File: config.mk
export PLATFORM = sky130hd
export DESIGN_NAME = vertical_filter_top
export DESIGN_NICKNAME = d
export VERILOG_FILES = /design/src/vf_pkg.sv /design/src/frame_row_sequencer.sv /design/src/line_buffer.sv /design/src/row_window_buffer.sv /design/src/vertical_filter_top.sv /design/src/vertical_sum_filter.sv
export SDC_FILE = /design/constraint.sdc
export NUM_CORES = 2
export LEC_CHECK = 0
export CORE_UTILIZATION = 25
export DETAILED_ROUTE_END_ITERATION = 12
export DONT_BUFFER_PORTS = 1
export HOLD_SLACK_MARGIN = 0.03
export SLEW_MARGIN = 10
export SYNTH_ARGS = -nofsm -noshare
export SYNTH_HDL_FRONTEND = slang
export SYNTH_SLANG_ARGS = --single-unit
File: constraint.sdc
create_clock -name clk -period 9.63 [get_ports clk]
set_input_delay 1.4445 -clock clk [delete_from_list [all_inputs] [get_ports clk]]
set_output_delay 1.4445 -clock clk [all_outputs]
set_load 0.1 [all_outputs]
File: src/vf_pkg.sv
package vf_pkg;

  // pixels per image row.
  localparam int ROW_LEN = 17;

  // twelve row delays plus the live row.
  localparam int NUM_TAPS = 13;

  // middle tap of the window.
  localparam int CENTRE_TAP = (NUM_TAPS - 1) / 2;

  // unsigned 8-bit pixel.
  typedef logic [7:0] pixel_t;

  // holds 13 * 255.
  typedef logic [11:0] sum_t;

  // column index within a row.
  typedef logic [4:0] col_t;

  // last column of a row.
  localparam col_t LAST_COL = col_t'(ROW_LEN - 1);

endpackage
File: src/frame_row_sequencer.sv
`timescale 1ns/1ps

module frame_row_sequencer (
  input  logic           clk,
  input  logic           rst_n,
  input  logic           frame_start_i,
  input  vf_pkg::pixel_t pixel_i,
  output vf_pkg::pixel_t pixel_o,
  output logic           sof_o,
  output logic           row_done_o
);

  vf_pkg::pixel_t pixel_q;
  vf_pkg::col_t   col_q;
  logic           sof_q;
  logic           running_q;

  always_ff @(posedge clk) begin
    pixel_q <= pixel_i;
  end

  // col_q tracks the column of pixel_q.
  always_ff @(posedge clk) begin
    if (!rst_n) begin
      sof_q     <= 1'b0;
      col_q     <= '0;
      running_q <= 1'b0;
    end else begin
      sof_q <= frame_start_i;
      if (frame_start_i) begin
        col_q     <= '0;
        running_q <= 1'b1;
      end else if (col_q == vf_pkg::LAST_COL) begin
        col_q <= '0;
      end else begin
        col_q <= col_q + 1'b1;
      end
    end
  end

  assign pixel_o = pixel_q;
  assign sof_o   = sof_q;

  // no row boundaries until the first frame start.
  assign row_done_o = running_q && (col_q == vf_pkg::LAST_COL);

endmodule

File: src/line_buffer.sv
`timescale 1ns/1ps

module line_buffer #(
  parameter type payload_t = vf_pkg::pixel_t,
  parameter int  DEPTH     = vf_pkg::ROW_LEN
) (
  input  logic     clk,
  input  logic     rst_n,
  input  payload_t data_i,
  output payload_t data_o
);

  payload_t shift_q [DEPTH];

  // one entry per cycle of delay.
  always_ff @(posedge clk) begin
    if (!rst_n) begin
      for (int i = 0; i < DEPTH; i++) begin
        shift_q[i] <= '0;
      end
    end else begin
      shift_q[0] <= data_i;
      for (int i = 1; i < DEPTH; i++) begin
        shift_q[i] <= shift_q[i-1];
      end
    end
  end

  // oldest entry leaves.
  assign data_o = shift_q[DEPTH-1];

endmodule

File: src/row_window_buffer.sv
`timescale 1ns/1ps

module row_window_buffer (
  input  logic           clk,
  input  logic           rst_n,
  input  vf_pkg::pixel_t pixel_i,
  input  logic           row_done_i,
  output vf_pkg::pixel_t tap0_o,
  output vf_pkg::pixel_t tap1_o,
  output vf_pkg::pixel_t tap2_o,
  output vf_pkg::pixel_t tap3_o,
  output vf_pkg::pixel_t tap4_o,
  output vf_pkg::pixel_t tap5_o,
  output vf_pkg::pixel_t tap6_o,
  output vf_pkg::pixel_t tap7_o,
  output vf_pkg::pixel_t tap8_o,
  output vf_pkg::pixel_t tap9_o,
  output vf_pkg::pixel_t tap10_o,
  output vf_pkg::pixel_t tap11_o,
  output vf_pkg::pixel_t tap12_o,
  output logic           done_r4_o,
  output logic           done_r8_o,
  output logic           done_r12_o
);

  // entry k is k rows older than the input.
  vf_pkg::pixel_t pix_chain  [vf_pkg::NUM_TAPS];
  logic           done_chain [vf_pkg::NUM_TAPS];

  assign pix_chain[0]  = pixel_i;
  assign done_chain[0] = row_done_i;

  for (genvar i = 0; i < vf_pkg::NUM_TAPS - 1; i++) begin : gen_rows
    line_buffer #(
      .payload_t (vf_pkg::pixel_t),
      .DEPTH     (vf_pkg::ROW_LEN)
    ) i_pixel_lb (
      .clk    (clk),
      .rst_n  (rst_n),
      .data_i (pix_chain[i]),
      .data_o (pix_chain[i+1])
    );

    // row marks travel alongside the pixels.
    line_buffer #(
      .payload_t (logic),
      .DEPTH     (vf_pkg::ROW_LEN)
    ) i_done_lb (
      .clk    (clk),
      .rst_n  (rst_n),
      .data_i (done_chain[i]),
      .data_o (done_chain[i+1])
    );
  end

  assign tap0_o  = pix_chain[0];
  assign tap1_o  = pix_chain[1];
  assign tap2_o  = pix_chain[2];
  assign tap3_o  = pix_chain[3];
  assign tap4_o  = pix_chain[4];
  assign tap5_o  = pix_chain[5];
  assign tap6_o  = pix_chain[6];
  assign tap7_o  = pix_chain[7];
  assign tap8_o  = pix_chain[8];
  assign tap9_o  = pix_chain[9];
  assign tap10_o = pix_chain[10];
  assign tap11_o = pix_chain[11];
  assign tap12_o = pix_chain[12];

  assign done_r4_o  = done_chain[4];
  assign done_r8_o  = done_chain[8];
  assign done_r12_o = done_chain[12];

endmodule

File: src/vertical_filter_top.sv
`timescale 1ns/1ps

module vertical_filter_top (
  input  logic           clk,
  input  logic           rst_n,
  input  logic           frame_start_i,
  input  vf_pkg::pixel_t pixel_i,
  output vf_pkg::sum_t   sum5_o,
  output vf_pkg::sum_t   sum9_o,
  output vf_pkg::sum_t   sum13_o,
  output logic           valid5_o,
  output logic           valid9_o,
  output logic           valid13_o
);

  vf_pkg::pixel_t pixel_q;
  logic           sof_q;
  logic           row_done;
  vf_pkg::pixel_t tap0;
  vf_pkg::pixel_t tap1;
  vf_pkg::pixel_t tap2;
  vf_pkg::pixel_t tap3;
  vf_pkg::pixel_t tap4;
  vf_pkg::pixel_t tap5;
  vf_pkg::pixel_t tap6;
  vf_pkg::pixel_t tap7;
  vf_pkg::pixel_t tap8;
  vf_pkg::pixel_t tap9;
  vf_pkg::pixel_t tap10;
  vf_pkg::pixel_t tap11;
  vf_pkg::pixel_t tap12;
  logic           done_r4;
  logic           done_r8;
  logic           done_r12;

  frame_row_sequencer i_frame_row_sequencer (
    .clk           (clk),
    .rst_n         (rst_n),
    .frame_start_i (frame_start_i),
    .pixel_i       (pixel_i),
    .pixel_o       (pixel_q),
    .sof_o         (sof_q),
    .row_done_o    (row_done)
  );

  row_window_buffer i_row_window_buffer (
    .clk        (clk),
    .rst_n      (rst_n),
    .pixel_i    (pixel_q),
    .row_done_i (row_done),
    .tap0_o     (tap0),
    .tap1_o     (tap1),
    .tap2_o     (tap2),
    .tap3_o     (tap3),
    .tap4_o     (tap4),
    .tap5_o     (tap5),
    .tap6_o     (tap6),
    .tap7_o     (tap7),
    .tap8_o     (tap8),
    .tap9_o     (tap9),
    .tap10_o    (tap10),
    .tap11_o    (tap11),
    .tap12_o    (tap12),
    .done_r4_o  (done_r4),
    .done_r8_o  (done_r8),
    .done_r12_o (done_r12)
  );

  // sums appear two cycles after the pixel enters.
  vertical_sum_filter i_vertical_sum_filter (
    .clk        (clk),
    .rst_n      (rst_n),
    .sof_i      (sof_q),
    .tap0_i     (tap0),
    .tap1_i     (tap1),
    .tap2_i     (tap2),
    .tap3_i     (tap3),
    .tap4_i     (tap4),
    .tap5_i     (tap5),
    .tap6_i     (tap6),
    .tap7_i     (tap7),
    .tap8_i     (tap8),
    .tap9_i     (tap9),
    .tap10_i    (tap10),
    .tap11_i    (tap11),
    .tap12_i    (tap12),
    .done_r4_i  (done_r4),
    .done_r8_i  (done_r8),
    .done_r12_i (done_r12),
    .sum5_o     (sum5_o),
    .sum9_o     (sum9_o),
    .sum13_o    (sum13_o),
    .valid5_o   (valid5_o),
    .valid9_o   (valid9_o),
    .valid13_o  (valid13_o)
  );

endmodule

File: src/vertical_sum_filter.sv
`timescale 1ns/1ps

module vertical_sum_filter (
  input  logic           clk,
  input  logic           rst_n,
  input  logic           sof_i,
  input  vf_pkg::pixel_t tap0_i,
  input  vf_pkg::pixel_t tap1_i,
  input  vf_pkg::pixel_t tap2_i,
  input  vf_pkg::pixel_t tap3_i,
  input  vf_pkg::pixel_t tap4_i,
  input  vf_pkg::pixel_t tap5_i,
  input  vf_pkg::pixel_t tap6_i,
  input  vf_pkg::pixel_t tap7_i,
  input  vf_pkg::pixel_t tap8_i,
  input  vf_pkg::pixel_t tap9_i,
  input  vf_pkg::pixel_t tap10_i,
  input  vf_pkg::pixel_t tap11_i,
  input  vf_pkg::pixel_t tap12_i,
  input  logic           done_r4_i,
  input  logic           done_r8_i,
  input  logic           done_r12_i,
  output vf_pkg::sum_t   sum5_o,
  output vf_pkg::sum_t   sum9_o,
  output vf_pkg::sum_t   sum13_o,
  output logic           valid5_o,
  output logic           valid9_o,
  output logic           valid13_o
);

  vf_pkg::pixel_t taps [vf_pkg::NUM_TAPS];
  vf_pkg::sum_t   sum5_d;
  vf_pkg::sum_t   sum9_d;
  vf_pkg::sum_t   sum13_d;
  vf_pkg::sum_t   sum5_q;
  vf_pkg::sum_t   sum9_q;
  vf_pkg::sum_t   sum13_q;
  logic           valid5_q;
  logic           valid9_q;
  logic           valid13_q;

  assign taps[0]  = tap0_i;
  assign taps[1]  = tap1_i;
  assign taps[2]  = tap2_i;
  assign taps[3]  = tap3_i;
  assign taps[4]  = tap4_i;
  assign taps[5]  = tap5_i;
  assign taps[6]  = tap6_i;
  assign taps[7]  = tap7_i;
  assign taps[8]  = tap8_i;
  assign taps[9]  = tap9_i;
  assign taps[10] = tap10_i;
  assign taps[11] = tap11_i;
  assign taps[12] = tap12_i;

  // windows of half width 2, 4 and 6 around the centre tap.
  always_comb begin
    sum5_d  = '0;
    sum9_d  = '0;
    sum13_d = '0;
    for (int k = 0; k < vf_pkg::NUM_TAPS; k++) begin
      if (k >= vf_pkg::CENTRE_TAP - 2 && k <= vf_pkg::CENTRE_TAP + 2) begin
        sum5_d = sum5_d + vf_pkg::sum_t'(taps[k]);
      end
      if (k >= vf_pkg::CENTRE_TAP - 4 && k <= vf_pkg::CENTRE_TAP + 4) begin
        sum9_d = sum9_d + vf_pkg::sum_t'(taps[k]);
      end
      if (k >= vf_pkg::CENTRE_TAP - 6 && k <= vf_pkg::CENTRE_TAP + 6) begin
        sum13_d = sum13_d + vf_pkg::sum_t'(taps[k]);
      end
    end
  end

  always_ff @(posedge clk) begin
    sum5_q  <= sum5_d;
    sum9_q  <= sum9_d;
    sum13_q <= sum13_d;
  end

  // a new frame clears every window.
  always_ff @(posedge clk) begin
    if (!rst_n) begin
      valid5_q  <= 1'b0;
      valid9_q  <= 1'b0;
      valid13_q <= 1'b0;
    end else if (sof_i) begin
      valid5_q  <= 1'b0;
      valid9_q  <= 1'b0;
      valid13_q <= 1'b0;
    end else begin
      if (done_r4_i) begin
        valid5_q <= 1'b1;
      end
      if (done_r8_i) begin
        valid9_q <= 1'b1;
      end
      if (done_r12_i) begin
        valid13_q <= 1'b1;
      end
    end
  end

  assign sum5_o    = sum5_q;
  assign sum9_o    = sum9_q;
  assign sum13_o   = sum13_q;
  assign valid5_o  = valid5_q;
  assign valid9_o  = valid9_q;
  assign valid13_o = valid13_q;

endmodule

==> results.md <==
Detailed routing:
- The iteration-0 DRC count of the detailed router is 1306.
- The routed layout has 26500 vias.
- The number of remaining DRC errors is 0.
- The average vias per placed instance is 3.48.
- The length of the first detailed-routing pass in iterations is 5.
- After detailed routing, the average wire length per cell comes to 10.8 um.
- Summed over all layers, the routed wires come to 82000 um.
- The number of routed nets with antenna violations is 0.

Job:
- The tool flagged a number of max-cap violations equal to 0.

STA:
- The number of max-slew violations in the final report is 71.
- The number of setup violations in the final report is 0.
- The highest clock rate is 181 MHz.
- For the pin with the worst max-slew slack, the measured transition is 1.52 ns.
- The worst-case clock skew is 0.0288 ns.
- The setup total negative slack is 0 ns.
- The clock period minus worst slack is 5.52 ns.
- Setup repair after global routing left no endpoint under its margin.
- The max-slew headroom at the worst pin is -0.0157.
- The hold slack is 0.420 ns.
- The portion of the clock cycle consumed by the worst path in the final layout is 0.573.
- The hold violation count in the final report is 0.

Yosys:
- The synthesized net count is 4733.
- The number of enable-type register cells in the synthesized netlist is 0.
- The leading register cell type out of synthesis is sky130_fd_sc_hd__dfxtp_1.
- The number of standard cells after synthesis is 4521.
- Of the post-synthesis cell area, the dominant cell type holds 0.680.
- The flop and latch count out of synthesis is 1889.
- The mean area per synthesized cell is 12.3 sq um.
- The post-synthesis cell type with the largest combined area is sky130_fd_sc_hd__dfxtp_1.
- After synthesis, the cell types taking the most area are sky130_fd_sc_hd__dfxtp_1, sky130_fd_sc_hd__and2_1, sky130_fd_sc_hd__fa_1.
- For this run, the number of Yosys warnings is 0.
- The mapped netlist covers 55600 sq um.
- The proportion of synthesized flip-flops having asynchronous set or reset is 0.
- The share of the yosys chip area belonging to registers is 0.680.
- In this run, distinct cell masters in the synthesized netlist total 41.

Pwr:
- IR analysis of the VDD net gives a maximum drop of 0.158 mV.
- The power density over cell area is 232 nW/um^2.
- After layout, the design draws a total of 15000 uW.
- In this run the static leakage power is 0.0267 uW.

Floorplan:
- The initialized floorplan defines 172 standard-cell rows.
- The floorplan step defined a die boundary enclosing 224000 sq um.
- The core region is 220000 sq um.
- The height of the die is 474 um.
- In this run the count of I/O pins placed on the die edge is 50.
- In this run the horizontal extent of the chip is 474 um.
- The initial utilization of the core area, before any placement, comes to 0.252.

Final layout:
- The layout-stage area growth over the synthesis result is 16.5%.
- The library cells used most frequently in the layout, excluding fill and tap cells, are sky130_fd_sc_hd__dfxtp_1, sky130_fd_sc_hd__and2_1, sky130_fd_sc_hd__inv_1.
- The layout has 22500 filler cells.
- The share of layout cells above drive strength 1 is 0.0651.
- The post-route cell area is 64700 sq um.
- Leaving out fill and tap cells, the most frequent cell in the layout is sky130_fd_sc_hd__dfxtp_1.
- After the flow finishes, the layout carries non-filler instances totaling 7611.
- The number of nets in the layout is 4722.

CTS:
- The number of hold buffers added after cts is 0.
- The post-CTS setup-driven buffer insertion count is 0.
- TritonCTS built the clock tree.
- The clock transition at the registers of the reported paths is 0.07 ns.
- The root buffer selected by CTS is sky130_fd_sc_hd__clkbuf_16.
- The clock tree synthesis step divided the H-tree into 4 levels.
- The insertion delay of the later-clocked pin in the worst-skew pair is 0.79 ns.
- CTS saw 1889 sinks.
- The post-cts sizing count is 0.
- Clock tree synthesis inserted a total of 179 buffers.
- The clock passes through at most 3 buffers.

GRT:
- The largest net degree at the start of global routing is 1841.
- The via count of the first global-routing pass is 25800.
- For this run, the total global-route usage over all layers was measured as 0.0747.
- The initial antenna violation count was 11.
- The first-pass GRT wire length is 135000 um.
- The remaining global-route overflow is 0.

Run status:
- The checks that failed: max-slew violations.
- The flow ran to the end, but the final reports show violations.

Placed design:
- During placement, the flow inserted port buffers numbering 0.
- The congestion estimate from routability-driven global placement came to 0.759.
- Including well taps, the total number of placed cells is 7283.
- After legalization and detailed placement, the total HPWL measured 46500 um.
- The placement-stage cell area is 58600 sq um.

Setup path:
- The critical path is of the reg2reg type.
- The largest driver fanout on the critical path is 4.
- The data arrival time of the critical path is 6.18 ns.
- The endpoint type of the worst setup path is a flip-flop.
- STA puts the critical path data required time at 10.29 ns.
- The startpoint type of the worst setup path is a flip-flop.
- The setup check on the worst reg-to-reg path leaves a slack of 4.11 ns.

Min path:
- The worst hold path belongs to the class reg2reg.
## synthesized netlist by cell type (2+ instances only)
master and n:
sky130_fd_sc_hd__dfxtp_1 1889, sky130_fd_sc_hd__and2_1 1838, sky130_fd_sc_hd__clkbuf_1 202, sky130_fd_sc_hd__inv_1 193, sky130_fd_sc_hd__fa_1 136, sky130_fd_sc_hd__ha_1 65
sky130_fd_sc_hd__nor2_1 30, sky130_fd_sc_hd__xnor2_1 25, sky130_fd_sc_hd__a21oi_1 19, sky130_fd_sc_hd__nand2_1 15, sky130_fd_sc_hd__xor2_1 15, sky130_fd_sc_hd__o21ai_0 12
sky130_fd_sc_hd__a21o_1 8, sky130_fd_sc_hd__nand3_1 8, sky130_fd_sc_hd__nor2b_1 7, sky130_fd_sc_hd__nor3_1 7, sky130_fd_sc_hd__a211oi_1 6, sky130_fd_sc_hd__a31oi_1 6
sky130_fd_sc_hd__o2111ai_1 3, sky130_fd_sc_hd__o211ai_1 3, sky130_fd_sc_hd__o21a_1 3, sky130_fd_sc_hd__o21bai_1 3, sky130_fd_sc_hd__or2_2 3, sky130_fd_sc_hd__and3_1 2
sky130_fd_sc_hd__buf_2 2, sky130_fd_sc_hd__nand2b_1 2, sky130_fd_sc_hd__nand4_1 2, sky130_fd_sc_hd__o21ai_1 2, sky130_fd_sc_hd__o41a_1 2, sky130_fd_sc_hd__or3_1 2
## final timing paths
check,cells after the start,startpoint,end
hold / removal,1,flip-flop,flip-flop
hold reg to reg,1,flip-flop,flip-flop
setup reg to reg,20,flip-flop,i_vertical_sum_filter.sum13_o[10]$_DFF_P_
setup / recovery,20,flip-flop,i_vertical_sum_filter.sum13_o[10]$_DFF_P_
## per-layer routing
layer | track usage | share of wire | up-vias
met1 | 0.100 | 0.50 | 12400
li1 | - | - | 13600
met4 | 0.0333 | 0.030 | 0
met5 | 0 | 0 | -
met3 | 0.0190 | 0.040 | 180
met2 | 0.113 | 0.43 | 283
## worst max-delay path, stage by stage (launching register included)
cell and delay (ns):
sky130_fd_sc_hd__dfxtp_1 0.35, sky130_fd_sc_hd__ha_1 0.19, sky130_fd_sc_hd__inv_1 0.07, sky130_fd_sc_hd__fa_1 0.43
sky130_fd_sc_hd__nor2b_1 0.14, sky130_fd_sc_hd__o21ai_1 0.09, sky130_fd_sc_hd__nand2_1 0.09, sky130_fd_sc_hd__xor2_1 0.22
sky130_fd_sc_hd__fa_1 0.44, sky130_fd_sc_hd__inv_1 0.10, sky130_fd_sc_hd__fa_1 0.42, sky130_fd_sc_hd__fa_1 0.52
sky130_fd_sc_hd__fa_1 0.50, sky130_fd_sc_hd__fa_1 0.49, sky130_fd_sc_hd__inv_1 0.04, sky130_fd_sc_hd__ha_1 0.33
sky130_fd_sc_hd__nor2b_1 0.16, sky130_fd_sc_hd__or3_1 0.32, sky130_fd_sc_hd__a21oi_1 0.23, sky130_fd_sc_hd__o21ai_1 0.13
sky130_fd_sc_hd__xor2_1 0.15
## sequential cells by signal, summed over array words and instances, names as in the netlist, 5 cells and up
signal	flops
i_row_window_buffer.gen_rows.i_done_lb.shift_q	204
i_vertical_sum_filter.sum5_o	11
i_frame_row_sequencer.col_q	5
i_row_window_buffer.gen_rows.i_pixel_lb.shift_q	1632
i_frame_row_sequencer.pixel_o	8
i_vertical_sum_filter.sum9_o	12
i_vertical_sum_filter.sum13_o	12
## area by class of cell
class / instances / area [sq um] / area share
timing repair buffer: 13 / 178 / 0.00274
antenna: 2 / 5.00 / 0.0000773
inverter: 193 / 724 / 0.0112
tap: 2958 / 3700 / 0.0572
clock buffer: 259 / 5200 / 0.0804
multi-input combinational: 2234 / 16300 / 0.251
clock inverter: 63 / 856 / 0.0132
sequential: 1889 / 37800 / 0.584
## per-stage QoR
step / setup WS, ns / util
2_1_floorplan: 4.50 / -
6_report: 4.11 / 0.294
3_3_place_gp: 4.17 / 0.266
3_5_place_dp: 4.11 / 0.266
4_1_cts: 4.08 / 0.293
5_1_grt: 3.73 / 0.294
## power breakdown
| part | switching (uW) | internal [uW] | total [uW] |
|---|---|---|---|
| Sequential | 9.29 | 7820 | 7830 |
| Combinational | 93.9 | 23.6 | 117 |
| Clock | 2940 | 4130 | 7070 |
## cell families (layout without fill, tap and decap cells)
group | Yosys count | after routing | share of synthesized area
flops | 1889 | 1889 | 0.680
xor+xnor | 41 | 41 | 0.00660
buf+inv | 398 | 528 | 0.0270
fa+ha+maj | 201 | 201 | 0.0636
other cells | 1 | 3 | 0.0000675
compound gates | 72 | 72 | 0.00849
simple gates | 1919 | 1919 | 0.214
Note: power is estimated with default switching activity, not from simulation.
